### src/verilog/mbist_pkg.sv
// MBIST shared types
package mbist_pkg;

  // Controller sequencing states
  typedef enum logic [2:0] {
    IDLE         = 3'b000,
    WRITING      = 3'b001,
    SWITCHING    = 3'b010,
    READING      = 3'b011,
    NEXT_PATTERN = 3'b100,
    DONE         = 3'b101
  } bist_state_t;

  // Data background selector
  typedef logic [1:0] pattern_sel_t;

  localparam pattern_sel_t PAT_ZEROS       = 2'd0;
  localparam pattern_sel_t PAT_ONES        = 2'd1;
  localparam pattern_sel_t PAT_CHECKER     = 2'd2; // 0101 from the LSB and inverted at odd addresses
  localparam pattern_sel_t PAT_INV_CHECKER = 2'd3;

  localparam int NUM_PATTERNS = 4;

  // Mismatch counter that saturates at its maximum
  typedef logic [7:0] err_count_t;

endpackage
### src/verilog/bist_ctrl_if.sv
// MBIST control bundle
interface bist_ctrl_if;

  logic read_only;      // Low means the memory writes this cycle
  logic next_addr;      // Address advances every clock while this level is high
  logic next_pattern;   // One-cycle strobe to step the background
  logic enable_checker;
  logic addr_gen_reset; // Holds the address at zero

  modport ctrl (
    output read_only,
    output next_addr,
    output next_pattern,
    output enable_checker,
    output addr_gen_reset
  );

  // Address and pattern sources
  modport gen (
    input read_only,
    input next_addr,
    input next_pattern,
    input enable_checker,
    input addr_gen_reset
  );

  // Memory and response checker
  modport mem (
    input read_only,
    input next_addr,
    input next_pattern,
    input enable_checker,
    input addr_gen_reset
  );

endinterface

### src/verilog/mbist_top.sv
// MBIST subsystem top level
module mbist_top #(
  parameter int ADDR_WIDTH = 4,
  parameter int DATA_WIDTH = 8
) (
  input  logic                          clk,
  input  logic                          reset,
  input  logic                          fault_enable,
  input  logic [ADDR_WIDTH-1:0]         fault_addr,
  input  logic [$clog2(DATA_WIDTH)-1:0] fault_bit,
  input  logic                          fault_value,
  output logic                          test_done,
  output logic                          fail_seen,
  output mbist_pkg::err_count_t         error_count,
  output logic [ADDR_WIDTH-1:0]         first_fail_addr
);

  typedef logic [ADDR_WIDTH-1:0] addr_t;
  typedef logic [DATA_WIDTH-1:0] data_t;

  addr_t addr;
  logic  addr_done;
  logic  pattern_done;
  data_t expected_data;
  data_t read_data;

  bist_ctrl_if ctrl_if ();

  test_controller u_test_controller (
    .clk          (clk),
    .reset        (reset),
    .addr_done    (addr_done),
    .pattern_done (pattern_done),
    .test_done    (test_done),
    .ctrl         (ctrl_if.ctrl)
  );

  address_generator #(
    .ADDR_WIDTH (ADDR_WIDTH)
  ) u_address_generator (
    .clk       (clk),
    .reset     (reset),
    .ctrl      (ctrl_if.gen),
    .addr      (addr),
    .addr_done (addr_done)
  );

  pattern_generator #(
    .DATA_WIDTH (DATA_WIDTH)
  ) u_pattern_generator (
    .clk           (clk),
    .reset         (reset),
    .addr_lsb      (addr[0]), // Address parity drives checkerboard inversion
    .ctrl          (ctrl_if.gen),
    .expected_data (expected_data),
    .pattern_done  (pattern_done)
  );

  sram_model #(
    .ADDR_WIDTH (ADDR_WIDTH),
    .DATA_WIDTH (DATA_WIDTH)
  ) u_sram_model (
    .clk          (clk),
    .addr         (addr),
    .write_data   (expected_data),
    .ctrl         (ctrl_if.mem),
    .fault_enable (fault_enable),
    .fault_addr   (fault_addr),
    .fault_bit    (fault_bit),
    .fault_value  (fault_value),
    .read_data    (read_data)
  );

  response_checker #(
    .ADDR_WIDTH (ADDR_WIDTH),
    .DATA_WIDTH (DATA_WIDTH)
  ) u_response_checker (
    .clk             (clk),
    .reset           (reset),
    .addr            (addr),
    .expected_data   (expected_data),
    .read_data       (read_data),
    .ctrl            (ctrl_if.mem),
    .error_count     (error_count),
    .first_fail_addr (first_fail_addr),
    .fail_seen       (fail_seen)
  );

endmodule

### src/verilog/response_checker.sv
// MBIST read response checker
module response_checker #(
  parameter int ADDR_WIDTH = 4,
  parameter int DATA_WIDTH = 8
) (
  input  logic                  clk,
  input  logic                  reset,
  input  logic [ADDR_WIDTH-1:0] addr,
  input  logic [DATA_WIDTH-1:0] expected_data,
  input  logic [DATA_WIDTH-1:0] read_data,
  bist_ctrl_if.mem              ctrl,
  output mbist_pkg::err_count_t error_count,
  output logic [ADDR_WIDTH-1:0] first_fail_addr,
  output logic                  fail_seen
);

  typedef logic [ADDR_WIDTH-1:0] addr_t;
  typedef logic [DATA_WIDTH-1:0] data_t;

  logic  enable_d;
  addr_t addr_d;
  data_t expected_d;
  logic  mismatch;

  // Match the memory read latency
  always_ff @(posedge clk or posedge reset) begin
    if (reset) begin
      enable_d <= 1'b0;
    end else begin
      enable_d <= ctrl.enable_checker;
    end
  end

  always_ff @(posedge clk) begin
    addr_d     <= addr;
    expected_d <= expected_data;
  end

  assign mismatch = enable_d && (read_data != expected_d);

  always_ff @(posedge clk or posedge reset) begin
    if (reset) begin
      error_count     <= '0;
      first_fail_addr <= '0;
      fail_seen       <= 1'b0;
    end else if (mismatch) begin
      if (error_count != '1) begin
        error_count <= error_count + mbist_pkg::err_count_t'(1);
      end
      if (!fail_seen) begin
        first_fail_addr <= addr_d; // Only the first failing word is kept
        fail_seen       <= 1'b1;
      end
    end
  end

endmodule

### src/verilog/sram_model.sv
// Single-port SRAM model with stuck-at fault
module sram_model #(
  parameter int ADDR_WIDTH = 4,
  parameter int DATA_WIDTH = 8
) (
  input  logic                          clk,
  input  logic [ADDR_WIDTH-1:0]         addr,
  input  logic [DATA_WIDTH-1:0]         write_data,
  bist_ctrl_if.mem                      ctrl,
  input  logic                          fault_enable,
  input  logic [ADDR_WIDTH-1:0]         fault_addr,
  input  logic [$clog2(DATA_WIDTH)-1:0] fault_bit,
  input  logic                          fault_value,
  output logic [DATA_WIDTH-1:0]         read_data
);

  typedef logic [DATA_WIDTH-1:0] data_t;

  localparam int DEPTH = 2 ** ADDR_WIDTH;

  data_t mem [DEPTH];
  data_t cell_word;

  // Faulty cell overrides the stored bit on every read
  always_comb begin
    cell_word = mem[addr];
    if (fault_enable && (addr == fault_addr)) begin
      cell_word[fault_bit] = fault_value;
    end
  end

  always_ff @(posedge clk) begin
    if (!ctrl.read_only) begin
      mem[addr] <= write_data;
    end
    read_data <= cell_word; // One-cycle read latency
  end

endmodule

### src/verilog/pattern_generator.sv
// MBIST data background generator
module pattern_generator #(
  parameter int DATA_WIDTH = 8
) (
  input  logic                  clk,
  input  logic                  reset,
  input  logic                  addr_lsb,
  bist_ctrl_if.gen              ctrl,
  output logic [DATA_WIDTH-1:0] expected_data,
  output logic                  pattern_done
);

  typedef logic [DATA_WIDTH-1:0] data_t;

  // Even bits clear, odd bits set
  function automatic data_t make_checker();
    data_t word;
    for (int i = 0; i < DATA_WIDTH; i++) begin
      word[i] = i[0];
    end
    return word;
  endfunction

  localparam data_t CHECKER_WORD = make_checker();

  mbist_pkg::pattern_sel_t pattern_sel;

  always_ff @(posedge clk or posedge reset) begin
    if (reset) begin
      pattern_sel <= mbist_pkg::PAT_ZEROS;
    end else if (ctrl.next_pattern) begin
      pattern_sel <= pattern_sel + mbist_pkg::pattern_sel_t'(1);
    end
  end

  assign pattern_done =
    (pattern_sel == mbist_pkg::pattern_sel_t'(mbist_pkg::NUM_PATTERNS - 1));

  always_comb begin
    case (pattern_sel)
      mbist_pkg::PAT_ZEROS:       expected_data = '0;
      mbist_pkg::PAT_ONES:        expected_data = '1;
      mbist_pkg::PAT_CHECKER:     expected_data = addr_lsb ? ~CHECKER_WORD : CHECKER_WORD;
      mbist_pkg::PAT_INV_CHECKER: expected_data = addr_lsb ? CHECKER_WORD : ~CHECKER_WORD;
      default:                    expected_data = '0;
    endcase
  end

endmodule

### src/verilog/address_generator.sv
// MBIST address counter
module address_generator #(
  parameter int ADDR_WIDTH = 4
) (
  input  logic                  clk,
  input  logic                  reset,
  bist_ctrl_if.gen              ctrl,
  output logic [ADDR_WIDTH-1:0] addr,
  output logic                  addr_done
);

  typedef logic [ADDR_WIDTH-1:0] addr_t;

  localparam addr_t ADDR_MAX = '1;

  always_ff @(posedge clk or posedge reset) begin
    if (reset) begin
      addr <= '0;
    end else if (ctrl.addr_gen_reset) begin
      addr <= '0;
    end else if (ctrl.next_addr) begin
      addr <= addr + addr_t'(1); // Wraps to zero after the top address
    end
  end

  // Flags the last address of a sweep
  assign addr_done = (addr == ADDR_MAX);

endmodule

### src/verilog/test_controller.sv
// MBIST sequencing FSM
module test_controller (
  input  logic      clk,
  input  logic      reset,
  input  logic      addr_done,
  input  logic      pattern_done,
  output logic      test_done,
  bist_ctrl_if.ctrl ctrl
);

  mbist_pkg::bist_state_t state;

  always_ff @(posedge clk or posedge reset) begin
    if (reset) begin
      state             <= mbist_pkg::IDLE;
      ctrl.read_only    <= 1'b0;
      ctrl.next_addr    <= 1'b0;
      ctrl.next_pattern <= 1'b0;
      test_done         <= 1'b0;
    end else begin
      case (state)
        mbist_pkg::IDLE: begin
          state          <= mbist_pkg::WRITING;
          ctrl.read_only <= 1'b0;
          ctrl.next_addr <= 1'b1; // Address sweep starts with the first write
        end

        mbist_pkg::WRITING: begin
          ctrl.next_pattern <= 1'b0;
          ctrl.next_addr    <= 1'b1;
          if (addr_done) begin
            // Last address is written in this cycle
            ctrl.read_only <= 1'b1;
            state          <= mbist_pkg::SWITCHING;
          end
        end

        mbist_pkg::SWITCHING: begin
          ctrl.read_only <= 1'b1;
          state          <= mbist_pkg::READING;
        end

        mbist_pkg::READING: begin
          if (addr_done) begin
            ctrl.next_addr <= 1'b0;
            if (pattern_done) begin
              state <= mbist_pkg::DONE;
            end else begin
              ctrl.next_pattern <= 1'b1; // High for the single NEXT_PATTERN cycle
              state             <= mbist_pkg::NEXT_PATTERN;
            end
          end else begin
            ctrl.next_addr <= 1'b1;
          end
        end

        mbist_pkg::NEXT_PATTERN: begin
          // New background is in place when WRITING begins
          ctrl.next_pattern <= 1'b0;
          ctrl.read_only    <= 1'b0;
          ctrl.next_addr    <= 1'b1;
          state             <= mbist_pkg::WRITING;
        end

        mbist_pkg::DONE: begin
          ctrl.next_pattern <= 1'b0;
          test_done         <= 1'b1; // Sticky until reset
        end

        default: begin
          state <= mbist_pkg::IDLE;
        end
      endcase
    end
  end

  assign ctrl.enable_checker = (state == mbist_pkg::READING);

  // Address is parked at zero before every sweep
  assign ctrl.addr_gen_reset = reset ||
                               (state == mbist_pkg::SWITCHING) ||
                               (state == mbist_pkg::NEXT_PATTERN);

endmodule

### config.mk
export PLATFORM = sky130hd
export DESIGN_NAME = mbist_top
export DESIGN_NICKNAME = d
export VERILOG_FILES = /design/src/verilog/mbist_pkg.sv /design/src/verilog/bist_ctrl_if.sv /design/src/verilog/mbist_top.sv /design/src/verilog/response_checker.sv /design/src/verilog/sram_model.sv /design/src/verilog/pattern_generator.sv /design/src/verilog/address_generator.sv /design/src/verilog/test_controller.sv
export SDC_FILE = /design/constraint.sdc
export NUM_CORES = 1
export LEC_CHECK = 0
export BUFFER_PORTS_ARGS = -buffer_cell sky130_fd_sc_hd__buf_2
export CORE_ASPECT_RATIO = 0.7
export CORE_MARGIN = 1.5
export CORE_UTILIZATION = 63
export CTS_CLUSTER_DIAMETER = 150
export DETAILED_ROUTE_END_ITERATION = 6
export PLACE_DENSITY_LB_ADDON = 0.3
export SLEW_MARGIN = 20
export SYNTH_ARGS = -nofsm -noshare
export SYNTH_HDL_FRONTEND = slang
export SYNTH_SLANG_ARGS = --single-unit
export TNS_END_PERCENT = 100
### constraint.sdc
create_clock -name clk -period 5.5 [get_ports clk]
set_input_delay 1.1 -clock clk [delete_from_list [all_inputs] [get_ports clk]]
set_output_delay 1.1 -clock clk [all_outputs]
set_load 0.02 [all_outputs]
After elaboration in Yosys (flattened, before gate mapping)
Memories as Yosys holds them, arrays and structs flattened. Index checks and enable logic that the tools add are counted.

Add/sub/neg operators: 3. $lt $le $gt $ge: 2. Equal/unequal tests: 15. Mux-type cells: 21. Bitwise operators: 2. Reductions and logical operators: 19.

Operators by type and width (count): $pmux W8 S4 (1); $mux W8 (3); $pmux W3 S5 (1); $add A8 B1 Y8 const B (1); $bwmux W8 (1); $mux W4 (2); $ne A8 B8 Y1 (1); $ne A8 B8 Y1 const B (1); $mux W1 (7); $eq A3 B2 Y1 const B (2); $eq A3 B3 Y1 const B (2); $mux W3 (2); $ne A2 B2 Y1 const B (3); $reduce_and A2 Y1 (3); $reduce_and A3 Y1 (2); $reduce_bool A2 Y1 (3); $reduce_or A3 Y1 (2); $add A4 B1 Y4 const B (1); $eq A2 B2 Y1 const B (2); $eq A4 B4 Y1 (1); $eq A4 B4 Y1 const B (1); $lt A3 B4 Y1 const B (1); $pmux W1 S2 (2); $demux W1 S3 (1); 12 further kinds (16).

Bits in registers: 47. Memory bits (writable): 128. Input bits: 11. Output and inout port bits: 14. Logic and storage cells: 77. Memories: 1.

Memories: u_sram_model.mem (words 16, bits a word 8, rd ports 1, clocked after Yosys merged registers in 0, wr ports 1, RTL line sram_model.sv:21) `data_t mem [DEPTH];`.

Logic depth before layout (Yosys ltp)
Gate-level depths: netlist (run 1).

Depth in word-level cells: 6. Mapped depth: 7.

By module
From an unflattened synthesis (run 1), not the netlist that was laid out.

Cell total of the unflattened synthesis: 405. Area, all modules: 6989.2 µm².

Modules (own cells, without submodules): sram_model (instances 1, cells each 260, area each 5278.8 µm², seq. area each 4003.8 µm²); response_checker (instances 1, cells each 71, area each 960.9 µm², seq. area each 590.6 µm²); test_controller (instances 1, cells each 36, area each 367.9 µm², seq. area each 175.2 µm²); address_generator (instances 1, cells each 18, area each 202.7 µm², seq. area each 100.1 µm²); pattern_generator (instances 1, cells each 20, area each 178.9 µm², seq. area each 50.0 µm²).

Worst setup path after synthesis (run 1)
Ideal clock, no wire load.

Path type: input to register. Start point: in fault_addr[3]. End point: reg u_sram_model.read_data[4]. Library setup time: 0.121 ns. Arrival time: 2.242 ns. Data required time: 5.379 ns. Path slack: 3.137 ns. Cell stages on the path: 5. Buffers on the path: 0. Path through: xnor2_1 -> nand3_1 -> or3_4 -> nor3b_1 -> mux2_2.

Word-level cells in the longest chain between the ends: 3.

RTL lines: from (decl) (RTL line mbist_top.sv:9) `input logic [ADDR_WIDTH-1:0] fault_addr,`; $eq A4 B4 Y1 (RTL line sram_model.sv:27) `if (fault_enable && (addr == fault_addr)) begin`; $logic_and A1 B1 Y1 (RTL line sram_model.sv:27); $mux W8 (RTL line sram_model.sv:27); net u_sram_model.cell_word[4] (RTL line sram_model.sv:22) `data_t cell_word;`; to (signal assigned) (RTL line sram_model.sv:36) `read_data <= cell_word;`; to (decl) (RTL line sram_model.sv:14) `output logic [DATA_WIDTH-1:0] read_data`.

The timed path passes the listed nets, and every way through them passes these cells. A chain may end at the register's enable or synchronous reset.

Worst setup path after layout (run 1)
Start point: reg u_address_generator.addr[0]. End point: reg u_sram_model.read_data[1].

Word-level cells in the longest chain between the ends: 3. Elaborated cells on any way between the ends: 5.

RTL lines: from (decl) (RTL line address_generator.sv:8) `output logic [ADDR_WIDTH-1:0] addr,`; from (signal assigned) (RTL line address_generator.sv:22) `addr <= addr + addr_t'(1);`; $mem_v2 Z16 W8 / $eq A4 B4 Y1 (equally long branches); $bwmux W8 / $logic_and A1 B1 Y1 (equally long branches) (RTL line sram_model.sv:28, sram_model.sv:27); $mux W8 * (RTL line sram_model.sv:27); net u_sram_model.cell_word[1] (RTL line sram_model.sv:22).

Mark *: on every way through the listed nets, which the timed path passes. The rest lies on a longest branch.

==> results.md, run 1 <==
- Final instance area: approximately 3600 um2
- Die H: roughly 63 um
- Grt peak-use layer: met1
- Post-synth ARST share: 0.3699
- Worst min path class: reg -> reg
- First-pass GRT wire length: 8645 um
- Max-Cap Viols: 0
- Residual DRC: 0
- Gr usage total: 0.2144
- Hpwl dp: around 3600 um
- Worst-Margin Slew: 0.9391 ns
- # diodes: 0
- P_leak: 1.493 nW
- Filler cells: between 300 and 400
- Reg clk slew, reported paths: approximately 0.070 ns
- Placed Instance Area: about 3400 um2
- Clock Path Buffers: 2
- Reg2reg setup slack: a little over 3 ns
- Layout area overhead: 13.62%
- H-tree Lvls: 3
- Mapped Cells: about 230
- F_max: about 0.40 GHz
- Worst Path Max Fanout: 17
- Status: complete, no violations
- Die Wd: just under 90 um
- Final TNS setup: 0 ns
- Critical Path AT: about 2.7 ns
- Synth top cells by count: edfxtp_1, dfrtp_1, and2_1, dfxtp_1, nor2_1
- Final core occ: 0.7490
- Vias in the first global route: 1736
- Crit start category: flop
- Syn Area/Cell: approximately 14 um2
- Hold path start: u_test_controller.test_done$_DFFE_PP0N_
- Kind of critical path: reg -> reg
- Worst skew pair latency: ~0.34 ns
- Ports: 25
- Post-CTS Hold Buffers: 0
- Worst vdd rail ir drop: around 0.00022 V
- Cts bufs inserted: 9
- Post-Syn Nets: ~250
- Postcts setup bufs: 0
- Cell with the most instances after synthesis: edfxtp_1
- Clock root cell: clkbuf_8
- Synth Flop Type: edfxtp_1
- Post-synth EDFFs: 32
- Pwr Density: 325.0 nW/um2
- Std-Cell Rows: 21
- DR vias/cell: ~5.6
- Post-synthesis sequential element count: 73
- Hold Path Sink: u_test_controller.test_done$_DFFE_PP0N_
- Max_slew headroom: 0.3700
- # resized after CTS: 0
- Number of max-slew violations in the final report: 0
- Drt total wl: between 5000 and 6000 um
- Die ar.: 5501 um2
- Hold WS: roughly 0.45 ns
- Clock period minus worst slack: roughly 2.5 ns
- Crit path from: u_address_generator.addr[0]$_DFFE_PP0P_
- Share of layout cells above drive strength 1: 0.2586
- Area of the core: between 4000 and 5000 um2
- Largest net degree at the start of global routing: 29
- Hold depth: 1
- Comb pwr share: 0.059
- Clk sink count: 73
- Pre-antenna DRT Iters: 4
- Worst r2r dst: u_sram_model.read_data[1]$_DFF_P_
- Clk pwr share: 0.426
- Final setup fails: 0
- Synth Warn #: 0
- Required time worst endpoint: 5.73 ns
- Met1 GRT Util: 0.3103
- Initial DRC count: slightly above 100
- Post-synthesis sequential area ratio: 0.6015
- Initial antenna violation count: 0
- GPL Wtd Cong: 0.7589
- Element type at the critical path end: flop
- Part of the power in registers: 0.516
- Cell Area, Synth: 3187 um2
- Wirelength per Cell: approximately 16 um
- GR Util met3: 0.08719
- Share of the synthesized area in the top cell type: 0.3015
- Switching part of the total power: 0.2014
- R2r worst-path depth: 5
- CTS tree: built
- RSZ-0062 raised after global routing: false
- Final Hold Vio Count: 0
- Largest cells by area after synthesis: edfxtp_1, dfrtp_1, dfxtp_1
- Period utilisation layout: 0.4493
- Cell Int Power: approximately 0.00094 W
- DR vias: around 1.8k
- PortBufs: 24
- Dominant cell type by area after synthesis: edfxtp_1
- Starting Density: 0.6592
- Launch point of the worst reg-to-reg path: u_address_generator.addr[0]$_DFFE_PP0P_
- Antenna viol nets, final: 0
- Met2 Track Usage GR: 0.3034
- Nets: 276
- Worst Skew: about 0.010 ns
- Netlist cell types: slightly above 40
- GR Overflow Total: 0
- Sw power: between 0.0002 and 0.00025 W
## power groups by stage
stage | logic [W] | clock network (W) | registers, W
floorplan | 0.0000596 | 0 | 0.000608
global placement | 0.0000682 | 0 | 0.000617
detailed placement | 0.0000694 | 0 | 0.000618
CTS | 0.0000701 | 0.000511 | 0.000607
global route | 0.0000765 | 0.000536 | 0.000609
finish | 0.0000694 | 0.000501 | 0.000607
## metal layers
metal | vias up | routed length (um)
li1 | 900 | -
met1 | 907 | 2659
met2 | 29 | 2358
met3 | 7 | 218
met4 | 0 | 43
met5 | - | 0
## cell families (layout without fill, tap and decap cells)
| group | count (synthesis) | in the layout | share of synthesized area |
|---|---|---|---|
| AOI/OAI and AO/OA | 21 | 21 | 0.04280 |
| xor gates and xnor gates | 14 | 14 | 0.03848 |
| adders and majority gates | 7 | 7 | 0.02748 |
| buffers and inverters | 15 | 47 | 0.02120 |
| DFF | 73 | 73 | 0.6015 |
| muxes | 31 | 31 | 0.1390 |
| and+or+nand+nor | 70 | 70 | 0.1296 |
## worst max-delay path by stage
stage                                                    endpoint  slack, ns  cells past startpoint
after floorplan                 u_sram_model.read_data[4]$_DFF_P_       3.14                      5
after global placement    u_address_generator.addr[0]$_DFFE_PP0P_       2.90                      4
after detailed placement  u_address_generator.addr[2]$_DFFE_PP0P_       2.83                      4
after CTS                       u_sram_model.read_data[1]$_DFF_P_       2.99                      5
after global routing            u_sram_model.read_data[2]$_DFF_P_       2.87                      5
final                           u_sram_model.read_data[1]$_DFF_P_       3.03                      5
## critical path, stage by stage, from the launching register on
cell and delay, ns:
dfrtp_1 0.89, mux4_2 0.59, nor2b_1 0.16, a211oi_1 0.27
a21oi_1 0.13, mux2_2 0.31
## metrics by stage
stage | cells | setup slack (ns) | power, W
floorplan | 231 | 3.137 | 0.0006672
global placement | 316 | 2.901 | 0.0006857
detailed placement | 316 | 2.827 | 0.0006875
CTS | 332 | 2.987 | 0.001188
global route | 332 | 2.866 | 0.001222
finish | 332 | 3.029 | 0.001177
## placed cells by master (no fill, tap or decap), types with 4 or more instances in the layout
master    instances
edfxtp_1         32
dfrtp_1          27
buf_2            24
and2_1           14
dfxtp_1          14
nor2_1           11
clkbuf_8         11
mux2_2           10
mux2i_1           9
xnor2_1           9
mux4_2            8
nand2_1           7
ha_1              7
inv_1             6
nor2b_1           6
a21oi_1           6
and3_1            6
nand4_1           5
xor2_1            5
nand3_1           4
mux2_4            4
## area by class of cell
cell class	instances	area, um2	area share
well taps	69	86.33	0.02384
multi-input cells	143	1210	0.3341
clock inverters	2	35.03	0.009675
flip-flops and latches	73	1917	0.5294
repair buffers	24	120.1	0.03317
inverters	7	26.28	0.007256
clock buffers	14	226.5	0.06254
## registers in the layout, summed over array words and instances, names as in the netlist
register / count
u_test_controller.state: 3
u_response_checker.enable_d: 1
u_response_checker.expected_d: 2
u_test_controller.ctrl.read_only: 1
u_sram_model.read_data: 8
u_sram_model.mem: 32
u_pattern_generator.pattern_sel: 2
u_response_checker.first_fail_addr: 4
u_response_checker.fail_seen: 1
u_address_generator.addr: 4
u_test_controller.ctrl.next_pattern: 1
u_test_controller.test_done: 1
u_test_controller.ctrl.next_addr: 1
u_response_checker.error_count: 8
u_response_checker.addr_d: 4
Note: power is estimated with default switching activity, not from simulation.
==> run 2, diff against run 1 <==
--- a/config.mk
+++ b/config.mk
@@ -5,10 +5,11 @@
 export SDC_FILE = /design/constraint.sdc
 export NUM_CORES = 1
 export LEC_CHECK = 0
+export ABC_AREA = 1
 export BUFFER_PORTS_ARGS = -buffer_cell sky130_fd_sc_hd__buf_2
 export CORE_ASPECT_RATIO = 0.7
 export CORE_MARGIN = 1.5
-export CORE_UTILIZATION = 63
+export CORE_UTILIZATION = 54
 export CTS_CLUSTER_DIAMETER = 150
 export DETAILED_ROUTE_END_ITERATION = 6
 export PLACE_DENSITY_LB_ADDON = 0.3
==> constraint.sdc (replaced) <==
create_clock -name clk -period 2.1 [get_ports clk]
set_input_delay 0.42 -clock clk [delete_from_list [all_inputs] [get_ports clk]]
set_output_delay 0.42 -clock clk [all_outputs]
set_load 0.02 [all_outputs]
==> run 2 against run 1 <==
Against the previous run: sequential power rose to 3.2 times the previous value; critical path depth fell by 1; die area rose by 28%; sequential share of layout area fell by 4.1 points; final cell count rose by 61%; design area rose by 8.5%; core utilization fell by 12 points; worst hold slack got worse by 0.30 ns; largest cell class unchanged; first-iteration DRC count rose by 120%; synthesized cell count rose by 82%.
==> results.md, run 2 <==
- Status: complete, no violations
- Clock root cell: clkbuf_8
- Most common cell after layout, fill and taps aside: nand2_1
- GPL Wtd Cong: slightly below 0.9
- Launch point of the worst reg-to-reg path: u_address_generator.addr[0]$_DFFE_PP0P_
- Synth top cells by count: nand2_1, inv_1, nor2_1, edfxtp_1, nand3_1
- Post-synthesis sequential area ratio: 0.5435
- PortBufs: 24
- Die ar.: 7033 um2
- First-pass GRT wire length: around 12000 um
- Reg2reg setup slack: 0.39 ns
- Final instance area: a little under 4000 um2
- Post-Syn Nets: roughly 440
- CTS tree: built
- Clock period minus worst slack: between 1.5 and 2 ns
- Die Wd: roughly 100 um
- Reg clk slew, reported paths: approximately 0.07 ns
- Critical Path AT: around 1.8 ns
- DR vias/cell: between 5 and 6
- Crit path from: u_address_generator.addr[0]$_DFFE_PP0P_
- Period utilisation layout: 0.8161
- Initial DRC count: 223
- Worst r2r dst: u_sram_model.mem[2][6]$_DFFE_PP_
- Biggest registers after layout: u_sram_model.mem: 32 flops, u_response_checker.error_count: 8 flops, u_sram_model.read_data: 8 flops
- Pre-antenna DRT Iters: 5
- Netlist cell types: 30
- Starting Density: 0.5620
- Share of layout cells above drive strength 1: 0.1179
- Largest net degree at the start of global routing: 28
- Clk sink count: 73
- Share of the synthesized area in the top cell type: 0.2724
- Synth Warn #: 0
- Synth Flop Type: edfxtp_1
- Post-synthesis sequential element count: 73
- Ports: 25
- Initial antenna violation count: 0
- GR Overflow Total: 0
- F_max: 0.5835 GHz
- Worst min path class: in -> async
- Worst Skew: 0.007713 ns
- Worst skew pair latency: 0.35 ns
- Worst Path Max Fanout: 21
- Layout area overhead: 11.39%
- Area of the core: around 6300 um2
- P_leak: 1.967 nW
- Residual DRC: 0
- Post-CTS Hold Buffers: 0
- Number of flip-flops under the largest register name: 32
- Max-Cap Viols: 0
- Syn Area/Cell: between 8 and 9 um2
- Hpwl dp: a little under 5000 um
- Antenna viol nets, final: 0
- Postcts setup bufs: 0
- Die H: 70.62 um
- Element type at the critical path end: flop
- Cell Area, Synth: between 3000 and 4000 um2
- Top reg by flops: u_sram_model.mem
- Crit start category: flop
- Std-Cell Rows: 24
- Number of max-slew violations in the final report: 0
- Gr usage total: 0.2198
- Filler cells: between 500 and 600
- Final setup fails: 0
- Drt total wl: roughly 7000 um
- Final Hold Vio Count: 0
- # diodes: 0
- Largest cells by area after synthesis: edfxtp_1, dfrtp_1, nand2_1
- # resized after CTS: 0
- Placed Instance Area: about 3700 um2
- Cts bufs inserted: 9
- Worst-Margin Slew: approximately 0.46 ns
- Most frequent cells in the layout: nand2_1, inv_1, nor2_1
- Dominant cell type by area after synthesis: edfxtp_1
- Post-synth ARST share: 0.3699
- Kind of critical path: reg -> reg
- Max_slew headroom: 0.6931
- H-tree Lvls: 3
- Pwr Density: 1095 nW/um2
- RSZ-0062 raised after global routing: false
- Post-synth EDFFs: 32
- Nets: about 470
- Required time worst endpoint: around 2.1 ns
- DR vias: 2785
- Clock Path Buffers: 2
- R2r worst-path depth: 4
- Worst vdd rail ir drop: 0.0004549 V
- Vias in the first global route: 2585
- Cell with the most instances after synthesis: nand2_1
- Mapped Cells: around 420
- Wirelength per Cell: approximately 13 um
- Final TNS setup: 0 ns
## run 2: area by class of cell
type	count	area [um2]	share of cell area
clock inverter	6	58.81	0.01497
timing repair buffer	30	165.2	0.04204
multi-input combinational	270	1304	0.3318
inverter	69	259.0	0.06592
sequential	73	1917	0.4879
clock buffer	10	127.6	0.03248
tap	78	97.59	0.02484
## run 2: cells by family after synthesis
group,synth area share
AND/OR/NAND/NOR,0.2852
AO/OA/AOI/OAI,0.04718
adder cells (fa/ha/maj),0.02483
flip-flops,0.5435
buffers and inverters,0.08691
XOR/XNOR,0.01242
## run 2: power by group
group          leakage (nW)  total (W)  internal, W  switching [W]
logic                  1.14    0.00132     0.000433       0.000883
clock network        0.0897    0.00103     0.000540       0.000493
registers             0.737    0.00195      0.00173       0.000218
## run 2: how the worst max path moves through the flow
stage,to,cells past startpoint
2_1_floorplan,u_address_generator.addr[3]$_DFFE_PP0P_,3
3_5_place_dp,u_sram_model.mem[2][6]$_DFFE_PP_,4
3_3_place_gp,u_sram_model.mem[6][6]$_DFFE_PP_,4
4_1_cts,u_sram_model.mem[2][6]$_DFFE_PP_,4
5_1_grt,u_sram_model.read_data[6]$_DFF_P_,8
6_report,u_sram_model.mem[2][6]$_DFFE_PP_,4
## run 2: worst max-delay path, cell delays in order, from the launching register on
cell and delay, ns:
dfrtp_1 0.50, inv_2 0.33, ha_1 0.21, nand2_1 0.13, nor2_1 0.23
## run 2: metrics by stage
| stage | util | hold WS (ns) | instances | total power [W] | worst slack [ns] |
|---|---|---|---|---|---|
| after CTS | 0.6260 | 0.1408 | 536 | 0.004308 | 0.3930 |
| after global routing | 0.6260 | 0.1742 | 536 | 0.004609 | 0.2222 |
| after global placement | 0.5963 | 0.4490 | 520 | 0.003225 | 0.4911 |
| after floorplan | - | 0.4129 | 421 | 0.002914 | 0.5274 |
| after detailed placement | 0.5963 | 0.4472 | 520 | 0.003270 | 0.4074 |
| final | 0.6260 | 0.1464 | 536 | 0.004302 | 0.3862 |
## run 2: layer usage
metal  GRT usage  up-vias  wire length, um
met5           0        -                0
met4     0.07512        0               72
met3     0.06719        9              565
met2      0.3311       87             3066
met1      0.3059     1277             3227
li1            -     1412                -
